===== config.mk =====
export PLATFORM = sky130hd
export DESIGN_NAME = cw_top
export DESIGN_NICKNAME = d
export VERILOG_FILES = /design/src/cw_target_pkg.sv /design/src/cw_bus_pkg.sv /design/src/cw_top.sv /design/src/status_leds.sv /design/src/target_io_ctrl.sv /design/src/trigger_route.sv /design/src/usb_reg_bridge.sv
export SDC_FILE = /design/constraint.sdc
export NUM_CORES = 1
export LEC_CHECK = 0
export ABC_AREA = 1
export BUFFER_PORTS_ARGS = -buffer_cell sky130_fd_sc_hd__buf_2
export CORE_AREA = 2 2 107 78
export DETAILED_ROUTE_END_ITERATION = 12
export DIE_AREA = 0 0 109 80
export GPL_TIMING_DRIVEN = 1
export HOLD_SLACK_MARGIN = 0.05
export PLACE_DENSITY_LB_ADDON = 0.3
export SLEW_MARGIN = 10
export SYNTH_ARGS = -nofsm -noshare
export SYNTH_HDL_FRONTEND = slang
export SYNTH_SLANG_ARGS = --single-unit

===== constraint.sdc =====
create_clock -name clk_usb_buf -period 2.25 [get_ports clk_usb_buf]
set_clock_uncertainty 0.2 [all_clocks]
set_input_delay 0 -clock clk_usb_buf [delete_from_list [all_inputs] [get_ports clk_usb_buf]]
set_output_delay 0 -clock clk_usb_buf [all_outputs]
set_load 0.02 [all_outputs]

===== src/cw_target_pkg.sv =====
`default_nettype none

package cw_target_pkg;

   // Target IO lines that can feed the trigger
   localparam int NUM_TRIG_IO = 4;

   // Trigger combine modes, value 3 falls back to OR
   typedef enum logic [1:0] {
      TRIG_OR   = 2'd0,  // Any masked line high
      TRIG_AND  = 2'd1,  // All masked lines high, mask non zero
      TRIG_NAND = 2'd2   // Inverse of AND
   } trig_mode_e;

   // Bit in REG_TARGET_PWR
   localparam int PWR_ON_BIT = 0;

   // Bits in REG_TARGET_PROG
   localparam int PROG_AVR_BIT      = 0;  // AVR programming pass-through
   localparam int PROG_NRST_EN_BIT  = 1;  // Drive the reset pin
   localparam int PROG_NRST_VAL_BIT = 2;  // Level on the reset pin

endpackage

`default_nettype wire


===== src/cw_bus_pkg.sv =====
`default_nettype none

package cw_bus_pkg;

   // Register bus widths
   localparam int DATA_W = 8;
   localparam int ADDR_W = 8;

   // Mapped register addresses, anything else is an unmapped access
   typedef enum logic [ADDR_W-1:0] {
      // Sticky error in bit 0, PLL lock in bit 1
      REG_STATUS      = 8'h10,

      // Trigger routing
      REG_TRIG_MASK   = 8'h20,  // Low 4 bits select target IO lines
      REG_TRIG_MODE   = 8'h21,  // See cw_target_pkg::trig_mode_e
      REG_TRIG_COUNT  = 8'h22,  // 16 bit edge count, two bytes

      // Target pin control
      REG_TARGET_PWR  = 8'h30,  // Bit 0 powers the target
      REG_TARGET_PROG = 8'h31   // AVR programming and reset pin bits
   } reg_addr_e;

endpackage

`default_nettype wire

===== src/cw_top.sv =====
`timescale 1ns/10ps
`default_nettype none

module cw_top #(
   parameter int BYTECNT_W     = 7,
   parameter int HEARTBEAT_BIT = 22
) (
   input  wire                                  clk_usb_buf,
   input  wire                                  rst_i,
   input  wire                                  usb_cen_i,
   input  wire                                  usb_rdn_i,
   input  wire                                  usb_wrn_i,
   input  wire [cw_bus_pkg::ADDR_W-1:0]         usb_addr_i,
   input  wire [cw_bus_pkg::DATA_W-1:0]         usb_din_i,
   input  wire [cw_target_pkg::NUM_TRIG_IO-1:0] target_io_i,
   input  wire                                  pll_status_i,
   input  wire                                  sam_mosi_i,
   input  wire                                  sam_spck_i,
   input  wire                                  target_miso_i,
   output logic [cw_bus_pkg::DATA_W-1:0]        usb_dout_o,
   output logic                                 usb_isout_o,
   output logic                                 trigger_o,
   output logic                                 led_clk1fail_o,
   output logic                                 target_poweron_o,
   output logic                                 target_nrst_o,
   output logic                                 target_nrst_oe_o,
   output logic                                 target_mosi_o,
   output logic                                 target_mosi_oe_o,
   output logic                                 target_sck_o,
   output logic                                 target_sck_oe_o,
   output logic                                 sam_miso_o,
   output logic                                 sam_miso_oe_o
);

   logic [cw_bus_pkg::ADDR_W-1:0] reg_addr;
   logic [BYTECNT_W-1:0]          reg_bytecnt;
   logic [cw_bus_pkg::DATA_W-1:0] reg_wdata;
   logic                          reg_write;
   logic                          bus_error;
   logic [cw_bus_pkg::DATA_W-1:0] rdata_trig;
   logic [cw_bus_pkg::DATA_W-1:0] rdata_target;
   logic [cw_bus_pkg::DATA_W-1:0] rdata_status;
   logic [cw_bus_pkg::DATA_W-1:0] reg_rdata;

   // Unselected blocks return zero
   assign reg_rdata = rdata_trig | rdata_target | rdata_status;

   // Read pulse only paces the read-back capture inside the bridge
   usb_reg_bridge #(.BYTECNT_W(BYTECNT_W)) u_bridge (
      .clk_usb_buf   (clk_usb_buf),
      .rst_i         (rst_i),
      .usb_cen_i     (usb_cen_i),
      .usb_rdn_i     (usb_rdn_i),
      .usb_wrn_i     (usb_wrn_i),
      .usb_addr_i    (usb_addr_i),
      .usb_din_i     (usb_din_i),
      .reg_rdata_i   (reg_rdata),
      .usb_dout_o    (usb_dout_o),
      .usb_isout_o   (usb_isout_o),
      .reg_addr_o    (reg_addr),
      .reg_bytecnt_o (reg_bytecnt),
      .reg_wdata_o   (reg_wdata),
      .reg_write_o   (reg_write),
      .reg_read_o    (),
      .bus_error_o   (bus_error)
   );

   trigger_route #(.BYTECNT_W(BYTECNT_W)) u_trig (
      .clk_usb_buf   (clk_usb_buf),
      .rst_i         (rst_i),
      .reg_addr_i    (reg_addr),
      .reg_bytecnt_i (reg_bytecnt),
      .reg_wdata_i   (reg_wdata),
      .reg_write_i   (reg_write),
      .target_io_i   (target_io_i),
      .reg_rdata_o   (rdata_trig),
      .trigger_o     (trigger_o)
   );

   target_io_ctrl u_target (
      .clk_usb_buf      (clk_usb_buf),
      .rst_i            (rst_i),
      .reg_addr_i       (reg_addr),
      .reg_wdata_i      (reg_wdata),
      .reg_write_i      (reg_write),
      .sam_mosi_i       (sam_mosi_i),
      .sam_spck_i       (sam_spck_i),
      .target_miso_i    (target_miso_i),
      .reg_rdata_o      (rdata_target),
      .target_poweron_o (target_poweron_o),
      .target_nrst_o    (target_nrst_o),
      .target_nrst_oe_o (target_nrst_oe_o),
      .target_mosi_o    (target_mosi_o),
      .target_mosi_oe_o (target_mosi_oe_o),
      .target_sck_o     (target_sck_o),
      .target_sck_oe_o  (target_sck_oe_o),
      .sam_miso_o       (sam_miso_o),
      .sam_miso_oe_o    (sam_miso_oe_o)
   );

   status_leds #(.HEARTBEAT_BIT(HEARTBEAT_BIT)) u_status (
      .clk_usb_buf    (clk_usb_buf),
      .rst_i          (rst_i),
      .reg_addr_i     (reg_addr),
      .reg_wdata_i    (reg_wdata),
      .reg_write_i    (reg_write),
      .bus_error_i    (bus_error),
      .pll_status_i   (pll_status_i),
      .reg_rdata_o    (rdata_status),
      .led_clk1fail_o (led_clk1fail_o)
   );

endmodule

`default_nettype wire


===== src/status_leds.sv =====
`timescale 1ns/10ps
`default_nettype none

module status_leds #(
   parameter int HEARTBEAT_BIT = 22
) (
   input  wire                          clk_usb_buf,
   input  wire                          rst_i,
   input  wire [cw_bus_pkg::ADDR_W-1:0] reg_addr_i,
   input  wire [cw_bus_pkg::DATA_W-1:0] reg_wdata_i,
   input  wire                          reg_write_i,
   input  wire                          bus_error_i,
   input  wire                          pll_status_i,
   output logic [cw_bus_pkg::DATA_W-1:0] reg_rdata_o,
   output logic                          led_clk1fail_o
);

   logic [HEARTBEAT_BIT:0] heartbeat;
   logic                   error_flag;

   always_ff @(posedge clk_usb_buf) begin
      if (rst_i) heartbeat <= '0;
      else       heartbeat <= heartbeat + 1'b1;
   end

   // Sticky until cleared by the host, a new error wins
   always_ff @(posedge clk_usb_buf) begin
      if (rst_i) begin
         error_flag <= 1'b0;
      end else if (bus_error_i) begin
         error_flag <= 1'b1;
      end else if (reg_write_i && (reg_addr_i == cw_bus_pkg::REG_STATUS)
                   && reg_wdata_i[0]) begin
         error_flag <= 1'b0;
      end
   end

   // Flash on error, else lit while the PLL is unlocked
   assign led_clk1fail_o = error_flag ? heartbeat[HEARTBEAT_BIT] : ~pll_status_i;

   assign reg_rdata_o = (reg_addr_i == cw_bus_pkg::REG_STATUS) ?
                        {6'b000000, pll_status_i, error_flag} : '0;

endmodule

`default_nettype wire


===== src/target_io_ctrl.sv =====
`timescale 1ns/10ps
`default_nettype none

module target_io_ctrl (
   input  wire                          clk_usb_buf,
   input  wire                          rst_i,
   input  wire [cw_bus_pkg::ADDR_W-1:0] reg_addr_i,
   input  wire [cw_bus_pkg::DATA_W-1:0] reg_wdata_i,
   input  wire                          reg_write_i,
   input  wire                          sam_mosi_i,
   input  wire                          sam_spck_i,
   input  wire                          target_miso_i,
   output logic [cw_bus_pkg::DATA_W-1:0] reg_rdata_o,
   output logic                          target_poweron_o,
   output logic                          target_nrst_o,
   output logic                          target_nrst_oe_o,
   output logic                          target_mosi_o,
   output logic                          target_mosi_oe_o,
   output logic                          target_sck_o,
   output logic                          target_sck_oe_o,
   output logic                          sam_miso_o,
   output logic                          sam_miso_oe_o
);

   logic       pwr_on;
   logic [2:0] prog_reg;
   logic       avr_en;
   logic       nrst_en;
   logic       nrst_val;

   always_ff @(posedge clk_usb_buf) begin
      if (rst_i) begin
         pwr_on   <= 1'b0;
         prog_reg <= '0;
      end else if (reg_write_i) begin
         if (reg_addr_i == cw_bus_pkg::REG_TARGET_PWR)
            pwr_on <= reg_wdata_i[cw_target_pkg::PWR_ON_BIT];
         if (reg_addr_i == cw_bus_pkg::REG_TARGET_PROG)
            prog_reg <= reg_wdata_i[2:0];
      end
   end

   assign avr_en   = prog_reg[cw_target_pkg::PROG_AVR_BIT];
   assign nrst_en  = prog_reg[cw_target_pkg::PROG_NRST_EN_BIT];
   assign nrst_val = prog_reg[cw_target_pkg::PROG_NRST_VAL_BIT];

   assign target_poweron_o = pwr_on;

   // Reset held low while programming
   assign target_nrst_o    = avr_en ? 1'b0 : nrst_val;
   assign target_nrst_oe_o = pwr_on & (avr_en | nrst_en);

   // SPI pass-through from the SAM
   assign target_mosi_o    = avr_en & sam_mosi_i;
   assign target_mosi_oe_o = pwr_on & avr_en;
   assign target_sck_o     = avr_en & sam_spck_i;
   assign target_sck_oe_o  = pwr_on & avr_en;

   assign sam_miso_o    = target_miso_i;
   assign sam_miso_oe_o = avr_en;   // SAM side is always powered

   always_comb begin
      case (reg_addr_i)
         cw_bus_pkg::REG_TARGET_PWR:  reg_rdata_o = {7'b0000000, pwr_on};
         cw_bus_pkg::REG_TARGET_PROG: reg_rdata_o = {5'b00000, prog_reg};
         default:                     reg_rdata_o = '0;
      endcase
   end

endmodule

`default_nettype wire


===== src/trigger_route.sv =====
`timescale 1ns/10ps
`default_nettype none

module trigger_route #(
   parameter int BYTECNT_W = 7
) (
   input  wire                                 clk_usb_buf,
   input  wire                                 rst_i,
   input  wire [cw_bus_pkg::ADDR_W-1:0]        reg_addr_i,
   input  wire [BYTECNT_W-1:0]                 reg_bytecnt_i,
   input  wire [cw_bus_pkg::DATA_W-1:0]        reg_wdata_i,
   input  wire                                 reg_write_i,
   input  wire [cw_target_pkg::NUM_TRIG_IO-1:0] target_io_i,
   output logic [cw_bus_pkg::DATA_W-1:0]       reg_rdata_o,
   output logic                                trigger_o
);

   logic [cw_target_pkg::NUM_TRIG_IO-1:0] trig_mask;
   cw_target_pkg::trig_mode_e             trig_mode;
   logic [cw_target_pkg::NUM_TRIG_IO-1:0] io_meta;
   logic [cw_target_pkg::NUM_TRIG_IO-1:0] io_sync;
   logic [cw_target_pkg::NUM_TRIG_IO-1:0] io_masked;
   logic                                  all_high;
   logic                                  trig_next;
   logic                                  trig_d;
   logic [15:0]                           trig_count;

   always_ff @(posedge clk_usb_buf) begin
      if (rst_i) begin
         trig_mask <= '0;
         trig_mode <= cw_target_pkg::TRIG_OR;
      end else if (reg_write_i) begin
         if (reg_addr_i == cw_bus_pkg::REG_TRIG_MASK)
            trig_mask <= reg_wdata_i[cw_target_pkg::NUM_TRIG_IO-1:0];
         if (reg_addr_i == cw_bus_pkg::REG_TRIG_MODE)
            trig_mode <= cw_target_pkg::trig_mode_e'(reg_wdata_i[1:0]);
      end
   end

   // Two stage synchronizer, target IO is asynchronous
   always_ff @(posedge clk_usb_buf) begin
      io_meta <= target_io_i;
      io_sync <= io_meta;
   end

   assign io_masked = io_sync & trig_mask;
   assign all_high  = (trig_mask != '0) && (io_masked == trig_mask);

   always_comb begin
      case (trig_mode)
         cw_target_pkg::TRIG_AND:  trig_next = all_high;
         cw_target_pkg::TRIG_NAND: trig_next = ~all_high;
         default:                  trig_next = |io_masked;  // OR and the spare code
      endcase
   end

   always_ff @(posedge clk_usb_buf) begin
      if (rst_i) begin
         trigger_o  <= 1'b0;
         trig_d     <= 1'b0;
         trig_count <= '0;
      end else begin
         trigger_o <= trig_next;
         trig_d    <= trigger_o;
         if (reg_write_i && (reg_addr_i == cw_bus_pkg::REG_TRIG_COUNT))
            trig_count <= '0;   // Any write clears
         else if (trigger_o && !trig_d && (trig_count != 16'hFFFF))
            trig_count <= trig_count + 16'd1;
      end
   end

   always_comb begin
      reg_rdata_o = '0;
      case (reg_addr_i)
         cw_bus_pkg::REG_TRIG_MASK:  reg_rdata_o = {4'b0000, trig_mask};
         cw_bus_pkg::REG_TRIG_MODE:  reg_rdata_o = {6'b000000, trig_mode};
         cw_bus_pkg::REG_TRIG_COUNT: begin
            if (reg_bytecnt_i == BYTECNT_W'(0))      reg_rdata_o = trig_count[7:0];
            else if (reg_bytecnt_i == BYTECNT_W'(1)) reg_rdata_o = trig_count[15:8];
         end
         default: reg_rdata_o = '0;
      endcase
   end

endmodule

`default_nettype wire


===== src/usb_reg_bridge.sv =====
`timescale 1ns/10ps
`default_nettype none

module usb_reg_bridge #(
   parameter int BYTECNT_W = 7
) (
   input  wire                          clk_usb_buf,
   input  wire                          rst_i,
   input  wire                          usb_cen_i,
   input  wire                          usb_rdn_i,
   input  wire                          usb_wrn_i,
   input  wire [cw_bus_pkg::ADDR_W-1:0] usb_addr_i,
   input  wire [cw_bus_pkg::DATA_W-1:0] usb_din_i,
   input  wire [cw_bus_pkg::DATA_W-1:0] reg_rdata_i,
   output logic [cw_bus_pkg::DATA_W-1:0] usb_dout_o,
   output logic                          usb_isout_o,
   output logic [cw_bus_pkg::ADDR_W-1:0] reg_addr_o,
   output logic [BYTECNT_W-1:0]          reg_bytecnt_o,
   output logic [cw_bus_pkg::DATA_W-1:0] reg_wdata_o,
   output logic                          reg_write_o,
   output logic                          reg_read_o,
   output logic                          bus_error_o
);

   logic                          cen_q;
   logic                          rdn_q;
   logic                          wrn_q;
   logic                          rdn_qq;
   logic                          wrn_qq;
   logic [cw_bus_pkg::ADDR_W-1:0] addr_q;
   logic [cw_bus_pkg::DATA_W-1:0] din_q;
   logic                          addr_mapped;

   // Input register stage, strobes idle high
   always_ff @(posedge clk_usb_buf) begin
      if (rst_i) begin
         cen_q  <= 1'b1;
         rdn_q  <= 1'b1;
         wrn_q  <= 1'b1;
         rdn_qq <= 1'b1;
         wrn_qq <= 1'b1;
         addr_q <= '0;
      end else begin
         cen_q  <= usb_cen_i;
         rdn_q  <= usb_rdn_i;
         wrn_q  <= usb_wrn_i;
         rdn_qq <= rdn_q;   // Previous strobe level for edge detect
         wrn_qq <= wrn_q;
         addr_q <= usb_addr_i;
      end
   end

   always_ff @(posedge clk_usb_buf) begin
      din_q <= usb_din_i;
   end

   // One cycle pulses on the falling strobe edge
   always_ff @(posedge clk_usb_buf) begin
      if (rst_i) begin
         reg_write_o <= 1'b0;
         reg_read_o  <= 1'b0;
      end else begin
         reg_write_o <= wrn_qq & ~wrn_q & ~cen_q;
         reg_read_o  <= rdn_qq & ~rdn_q & ~cen_q;
      end
   end

   // Byte index within a multi-byte register
   always_ff @(posedge clk_usb_buf) begin
      if (rst_i) begin
         reg_bytecnt_o <= '0;
      end else if (usb_cen_i || (usb_addr_i != addr_q)) begin
         reg_bytecnt_o <= '0;   // New window or new register
      end else if (reg_write_o || reg_read_o) begin
         reg_bytecnt_o <= reg_bytecnt_o + BYTECNT_W'(1);
      end
   end

   // Read-back data held until the next read
   always_ff @(posedge clk_usb_buf) begin
      if (reg_read_o) begin
         usb_dout_o <= reg_rdata_i;
      end
   end

   // Host bus drive enable
   always_ff @(posedge clk_usb_buf) begin
      if (rst_i) usb_isout_o <= 1'b0;
      else       usb_isout_o <= ~usb_rdn_i & ~usb_cen_i;
   end

   always_comb begin
      case (addr_q)
         cw_bus_pkg::REG_STATUS,
         cw_bus_pkg::REG_TRIG_MASK,
         cw_bus_pkg::REG_TRIG_MODE,
         cw_bus_pkg::REG_TRIG_COUNT,
         cw_bus_pkg::REG_TARGET_PWR,
         cw_bus_pkg::REG_TARGET_PROG: addr_mapped = 1'b1;
         default:                     addr_mapped = 1'b0;
      endcase
   end

   assign reg_addr_o  = addr_q;
   assign reg_wdata_o = din_q;
   assign bus_error_o = (reg_write_o | reg_read_o) & ~addr_mapped;

endmodule

`default_nettype wire


==> run_results.csv, run 1 <==
group,metric,value,unit
setup_path,cpLargestDelayFamily,"compound AO/OA/AOI/OAI gates",
timing,drv_slew,0,
logic_synthesis,syn-mean-instance-area,7.42,µm²
clock_tree,max-clock-path-buffers,2,
logic_synthesis,yosysWarnings,0,
detailed_routing,drc,0,
clock_tree,cts_tree,"built",
global_route,grt_max_degree,23,
setup_path,r2r_start,"u_trig.trig_count[1]",
setup_path,reg2reg_slack,0.22,ns
detailed_routing,routed-via-count,3924,
cells_and_area,synthToLayoutAreaGrowth,17.3,%
clock_tree,cts_max_level,3,
global_route,gr-total-overflow,0,
clock_tree,insertion_delay,0.38,ns
cells_and_area,regMostFlops,"u_status.heartbeat",
setup_path,worstSetupPathType,"reg -> reg",
detailed_routing,drt_iter0_markers,256,
setup_path,cpMostUsedCell,"nand3_2",
timing,finalHoldViolCount,0,
cells_and_area,drive_above_1_share,0.140,
floorplan,fp.dieW,109,µm
cells_and_area,largest_registers,"u_status.heartbeat: 23 flops, u_trig.trig_count: 16 flops",
floorplan,boundaryPins,49,
timing,hold_slack,0.0615,ns
clock_tree,clkTransAtPathRegs,0.09,ns
setup_path,endpoint_kind,"register",
setup_path,cp-start-kind,"register",
power,cellPowerDensity,584,nW/µm²
global_route,antenna_found_initial,0,
flow_run,maxCapViolations,0,
detailed_routing,routed_wl,9.70,mm
cells_and_area,largest_reg_flops,23,
floorplan,rows,27,
timing,fmax,0.493,GHz
logic_synthesis,ys_seq_area_frac,0.451,
hold_path,holdPathEnd,"u_trig.io_meta[1]",
logic_synthesis,synth-seq-cells,95,
detailed_routing,avgRoutedWirePerCell,12.6,µm
placement,place.gp.congestion,0.864,
setup_path,critPathRequiredTime,2.36,ns
clock_tree,cts_resized,0,
logic_synthesis,ys.flop_type,"dfxtp_1",
logic_synthesis,synth_async_sr_flop_share,0,
timing,relSlewSlack,0.651,
hold_path,holdPathStages,2,
floorplan,start_util,0.573,
global_route,grt_usage,0.239,
setup_path,regToRegEndpoint,"u_trig.trig_count[15]",
setup_path,worstRegToRegCells,7,
setup_path,worstPathCellList,"ha_1, nand3_2, inv_1, nand3_2, o21ai_4, nand2_1, a21oi_1",
hold_path,worst_hold_path_type,"in -> reg",
cells_and_area,fin_nets,702,
clock_tree,cts-root-buf,"clkbuf_8",
detailed_routing,antenna_left,0,
clock_tree,cts_buffers,9,
placement,hpwl,7.03,mm
logic_synthesis,syn-num-nets,628,
setup_path,cp_max_fo,13,
global_route,grt_pass1_vias,3792,
clock_tree,clock_sink_count,95,
setup_path,slowest_delay,0.42,ns
power,power_leakage,2.06,nW
cells_and_area,fill_cells,644,
timing,period_needed,2.03,ns
setup_path,path_buf_inv,1,
floorplan,die_area,8720,µm²
floorplan,die-height,80,µm
detailed_routing,viasPerCell,5.08,
placement,portBuffers,42,
hold_path,hp-start,"target_io_i[1]",
timing,grt_setup_unrepaired,"no",
timing,period_share,0.901,
status,status,"complete, no violations",
power,ir_drop,0.322,mV
timing,setup_viol,0,
logic_synthesis,yosysUniqueCellTypes,36,
logic_synthesis,syn_area,4390,µm²
setup_path,cp.arrival,2.13,ns
logic_synthesis,synth_edf_count,8,
global_route,grt_pass1_wl,16.3,mm
detailed_routing,first_pass_iters,6,
timing,setup_tns,0,ns
cells_and_area,diodes,0,
timing,tightest_slew,0.521,ns
floorplan,fp.coreArea,7670,µm²
logic_synthesis,syn_inst,592,
setup_path,cp_slowest_cell,"dfxtp_1",
[metrics by stage]
step	setup WS (ns)	total power, mW	utilization	area (µm²)	cells
3_5_place_dp	0.303	1.92	0.613	4700	730
4_1_cts	0.268	3.02	0.672	5150	772
3_3_place_gp	0.399	1.91	0.613	4700	730
2_1_floorplan	0.591	1.87	-	4390	592
5_1_grt	0.101	3.10	0.672	5150	772
6_report	0.223	3.01	0.672	5150	772
[repair_timing]
action / in CTS / in global routing
buffers inserted: 0 / 0
endpoints found under the hold margin: 47 / 0
hold buffers: 26 / 0
[kinds of logic after synthesis]
group,after synthesis,share of synthesized area
and+or+nand+nor,308,0.305
buffers and inverters,85,0.0798
DFF,95,0.451
xor gates and xnor gates,20,0.0399
adders and majority gates,7,0.0199
AOI/OAI and AO/OA,77,0.104
[cell usage in the layout, fill, tap and decap left out, types with 2 or more instances in the layout]
cell,n
edfxtp_1,8
dlygate4sd3_1,26
a211oi_1,2
xor2_1,14
dfxtp_1,87
nor3b_1,3
nor2_4,3
nand3_1,30
or2_2,4
nor2_1,89
ha_1,7
xnor2_1,6
clkinv_2,2
o21ai_0,21
nand2_2,3
buf_4,7
nand2_1,147
nor3_1,4
a21oi_2,8
nor2_2,8
buf_2,42
nand3b_1,3
a21oi_1,33
nand3_2,3
clkinv_1,2
inv_1,73
o21a_1,3
o211ai_1,3
nand4_1,10
clkbuf_8,9
[routing by layer]
| layer | routed length [µm] | GRT usage | up-vias |
|---|---|---|---|
| met5 | 0 | 0 | - |
| li1 | - | - | 2015 |
| met3 | 569 | 0.0604 | 17 |
| met4 | 180 | 0.0910 | 0 |
| met2 | 4410 | 0.388 | 114 |
| met1 | 4540 | 0.305 | 1778 |
[power by group]
group,internal (mW),switching [mW]
clock,0.504,0.591
combinational,0.0789,0.0867
sequential,1.73,0.0180
[area by class of cell]
| type | count | area [µm²] | area share |
|---|---|---|---|
| multi-input cells | 412 | 2060 | 0.400 |
| flip-flops and latches | 95 | 1980 | 0.385 |
| repair buffers | 75 | 523 | 0.102 |
| inverters | 73 | 274 | 0.0532 |
| well taps | 101 | 126 | 0.0245 |
| clock buffers | 9 | 124 | 0.0240 |
| clock inverters | 7 | 63.8 | 0.0124 |
[synthesized netlist by cell type, drive strengths merged (4+ instances only)]
cell type  number  area (µm²)
nand4          10        62.6
edfxtp          8         240
xor2           14         123
nand2         150         571
clkbuf          5        18.8
o21ai          23         126
nor2          100         418
ha              7        87.6
dfxtp          87        1740
a21oi          41         235
or2             4        25.0
xnor2           6        52.6
inv            73         274
nor3            5        36.3
nand3          33         180
buf             7        57.6
[worst max path at each step]
stage | depth (start not counted) | slack, ns | from | end
global route | 10 | 0.10 | u_status.heartbeat[0] | u_status.heartbeat[22]
floorplan | 8 | 0.59 | u_bridge.reg_bytecnt_o[0] | u_bridge.usb_dout_o[0]
CTS | 7 | 0.27 | u_trig.trig_count[1] | u_trig.trig_count[15]
detailed placement | 7 | 0.30 | u_trig.trig_count[1] | u_trig.trig_count[15]
finish | 7 | 0.22 | u_trig.trig_count[1] | u_trig.trig_count[15]
global placement | 7 | 0.40 | u_trig.trig_count[1] | u_trig.trig_count[10]
Power figures use the tool's default switching activity.
==> run 2, diff against run 1 <==
CORE_AREA = 3 3 107 78   (was 2 2 107 78)
CTS_BUF_LIST = sky130_fd_sc_hd__clkbuf_2   (was not set)
DIE_AREA = 0 0 110 81   (was 0 0 109 80)
==> run 2 against run 1 <==
Global-route usage increased by 0.82 points; flip-flop and latch count unchanged; sequential power about the same; register-to-register slack improved by 0.04 ns; fmax increased by 2.3%; core utilization increased by 4.4 points; count of clock-buffer cells in the layout increased by 1; total power decreased by 8.9%; critical path depth increased by 1; die area increased by 2.2%; sequential share of layout area decreased by 0.63 points; largest power group unchanged.
==> run_results.csv, run 2 (synthesis results as in run 1) <==
group,metric,value,unit
power,cellPowerDensity,523,nW/µm²
power,intPower,2.08,mW
cells_and_area,fill_cells,570,
timing,setup_viol,0,
global_route,grt_usage,0.247,
clock_tree,clkTransAtPathRegs,0.24,ns
clock_tree,cts_buffers,9,
detailed_routing,drt_iter0_markers,241,
setup_path,endpoint_kind,"register",
cells_and_area,final_util,0.715,
floorplan,die-height,81,µm
setup_path,cp.arrival,2.09,ns
floorplan,rows,26,
detailed_routing,routed_wl,10.2,mm
cells_and_area,mostFrequentLayoutCells,"147 x nand2_1, 89 x nor2_1, 87 x dfxtp_1, 73 x inv_1, 45 x dlygate4sd3_1",
clock_tree,cts-root-buf,"clkbuf_2",
detailed_routing,antenna_left,0,
detailed_routing,routed-via-count,4042,
detailed_routing,wl_met2,4.74,mm
setup_path,cp-start-kind,"register",
hold_path,hp-start,"sam_spck_i",
timing,relSlewSlack,0.665,
power,seq_power_share,0.641,
hold_path,holdPathEnd,"target_sck_o",
flow_run,maxCapViolations,0,
floorplan,boundaryPins,49,
detailed_routing,avgRoutedWirePerCell,12.9,µm
clock_tree,cts_tree,"built",
floorplan,die_area,8910,µm²
timing,tightest_slew,0.500,ns
floorplan,fp.coreArea,7320,µm²
cells_and_area,regMostFlops,"u_status.heartbeat",
cells_and_area,final_common_cell,"nand2_1",
detailed_routing,drc,0,
cells_and_area,largest_reg_flops,23,
global_route,gr-total-overflow,0,
clock_tree,max-clock-path-buffers,2,
detailed_routing,top_layer,"met4",
clock_tree,cts_setup_buffers,0,
placement,hpwl,6.95,mm
clock_tree,clock_sink_count,95,
setup_path,critPathRequiredTime,2.36,ns
floorplan,start_util,0.600,
status,status,"complete, no violations",
global_route,grt_pass1_wl,17.4,mm
placement,portBuffers,42,
timing,period_needed,1.98,ns
setup_path,r2r_start,"u_bridge.reg_bytecnt_o[0]",
detailed_routing,first_pass_iters,6,
setup_path,reg2reg_slack,0.27,ns
timing,grt_setup_unrepaired,"no",
power,p_comb_frac,0.070,
setup_path,worstRegToRegCells,8,
power,power_leakage,2.10,nW
clock_tree,cts_max_level,3,
cells_and_area,largest_registers,"u_status.heartbeat: 23 flops, u_trig.trig_count: 16 flops",
timing,drv_slew,0,
power,power_frac_clock,0.288,
setup_path,cp-startpoint,"u_bridge.reg_bytecnt_o[0]",
power,p_sw_frac,0.240,
power,p_sw,0.657,mW
hold_path,worst_hold_path_type,"in -> out",
floorplan,fp.dieW,110,µm
detailed_routing,viasPerCell,5.14,
placement,place.gp.congestion,0.908,
detailed_routing,wl_met1,4.69,mm
timing,finalHoldViolCount,0,
cells_and_area,fin_nets,719,
timing,setup_tns,0,ns
detailed_routing,wl_met3,616,µm
global_route,grt_max_degree,35,
timing,period_share,0.881,
global_route,antenna_found_initial,0,
setup_path,regToRegEndpoint,"u_bridge.usb_dout_o[2]",
hold_path,holdPathStages,4,
global_route,grt_pass1_vias,3891,
timing,fmax,0.505,GHz
cells_and_area,diodes,0,
clock_tree,insertion_delay,0.55,ns
setup_path,worstSetupPathType,"reg -> reg",
setup_path,cp_max_fo,7,
cells_and_area,synthToLayoutAreaGrowth,19.3,%
power,ir_drop,0.399,mV
cells_and_area,drive_above_1_share,0.132,
## run 2: cell count changes in the layout (fill, tap and decap cells not counted)
| cell | previous run | this run |
|---|---|---|
| clkbuf_8 | 9 | 0 |
| clkinv_4 | 1 | 0 |
| dlygate4sd3_1 | 26 | 45 |
| clkbuf_2 | 0 | 10 |
| clkinvlp_4 | 1 | 0 |
| buf_4 | 7 | 5 |
| clkinv_1 | 2 | 3 |
## run 2: per-layer routing
layer,GRT usage,vias up
met1,0.316,1844
met3,0.0556,13
li1,-,2052
met4,0.0623,0
met2,0.424,133
met5,0,-
## run 2: stage by stage
stage               setup slack [ns]  std cells  power, mW  hold WS [ns]  area, µm²
global placement               0.395        725       1.91        -0.199       4680
CTS                            0.289        786       2.75         0.108       5240
detailed placement             0.323        725       1.91        -0.199       4680
finish                         0.268        786       2.74         0.106       5240
floorplan                      0.591        592       1.87        -0.172       4390
global route                   0.112        786       2.85         0.129       5240
## run 2: repair_timing
item | in CTS | in global routing
gates resized for setup | 0 | 0
hold buffers | 45 | 0
hold endpoints to repair | 80 | 0
## run 2: power groups by stage
stage	Clock, mW	Sequential (mW)	Combinational (mW)
finish	0.790	1.76	0.193
global route	0.870	1.76	0.214
CTS	0.810	1.76	0.184
detailed placement	0	1.79	0.124
global placement	0	1.79	0.120
floorplan	0	1.79	0.0810
## run 2: critical path, stage by stage, from the launching register on
cell	delay, ns
dfxtp_1	0.48
inv_1	0.07
ha_1	0.19
nand2_1	0.21
nor2_4	0.09
inv_1	0.17
nand2_1	0.07
o211ai_1	0.11
nand3_1	0.16
## run 2: area by class of cell
| type | instances | area [µm²] | area share |
|---|---|---|---|
| tap | 98 | 123 | 0.0234 |
| timing repair buffer | 92 | 698 | 0.133 |
| inverter | 73 | 274 | 0.0523 |
| multi-input combinational | 412 | 2060 | 0.393 |
| sequential | 95 | 1980 | 0.378 |
| clock inverter | 6 | 51.3 | 0.00980 |
| clock buffer | 10 | 50.0 | 0.00956 |
## run 2: worst max-delay path by stage
stage,slack [ns],cells after the start,to
6_report,0.27,8,u_bridge.usb_dout_o[2]
4_1_cts,0.29,8,u_bridge.usb_dout_o[2]
3_3_place_gp,0.40,8,u_bridge.usb_dout_o[2]
5_1_grt,0.11,8,u_bridge.usb_dout_o[0]
3_5_place_dp,0.32,8,u_bridge.usb_dout_o[2]
2_1_floorplan,0.59,8,u_bridge.usb_dout_o[0]
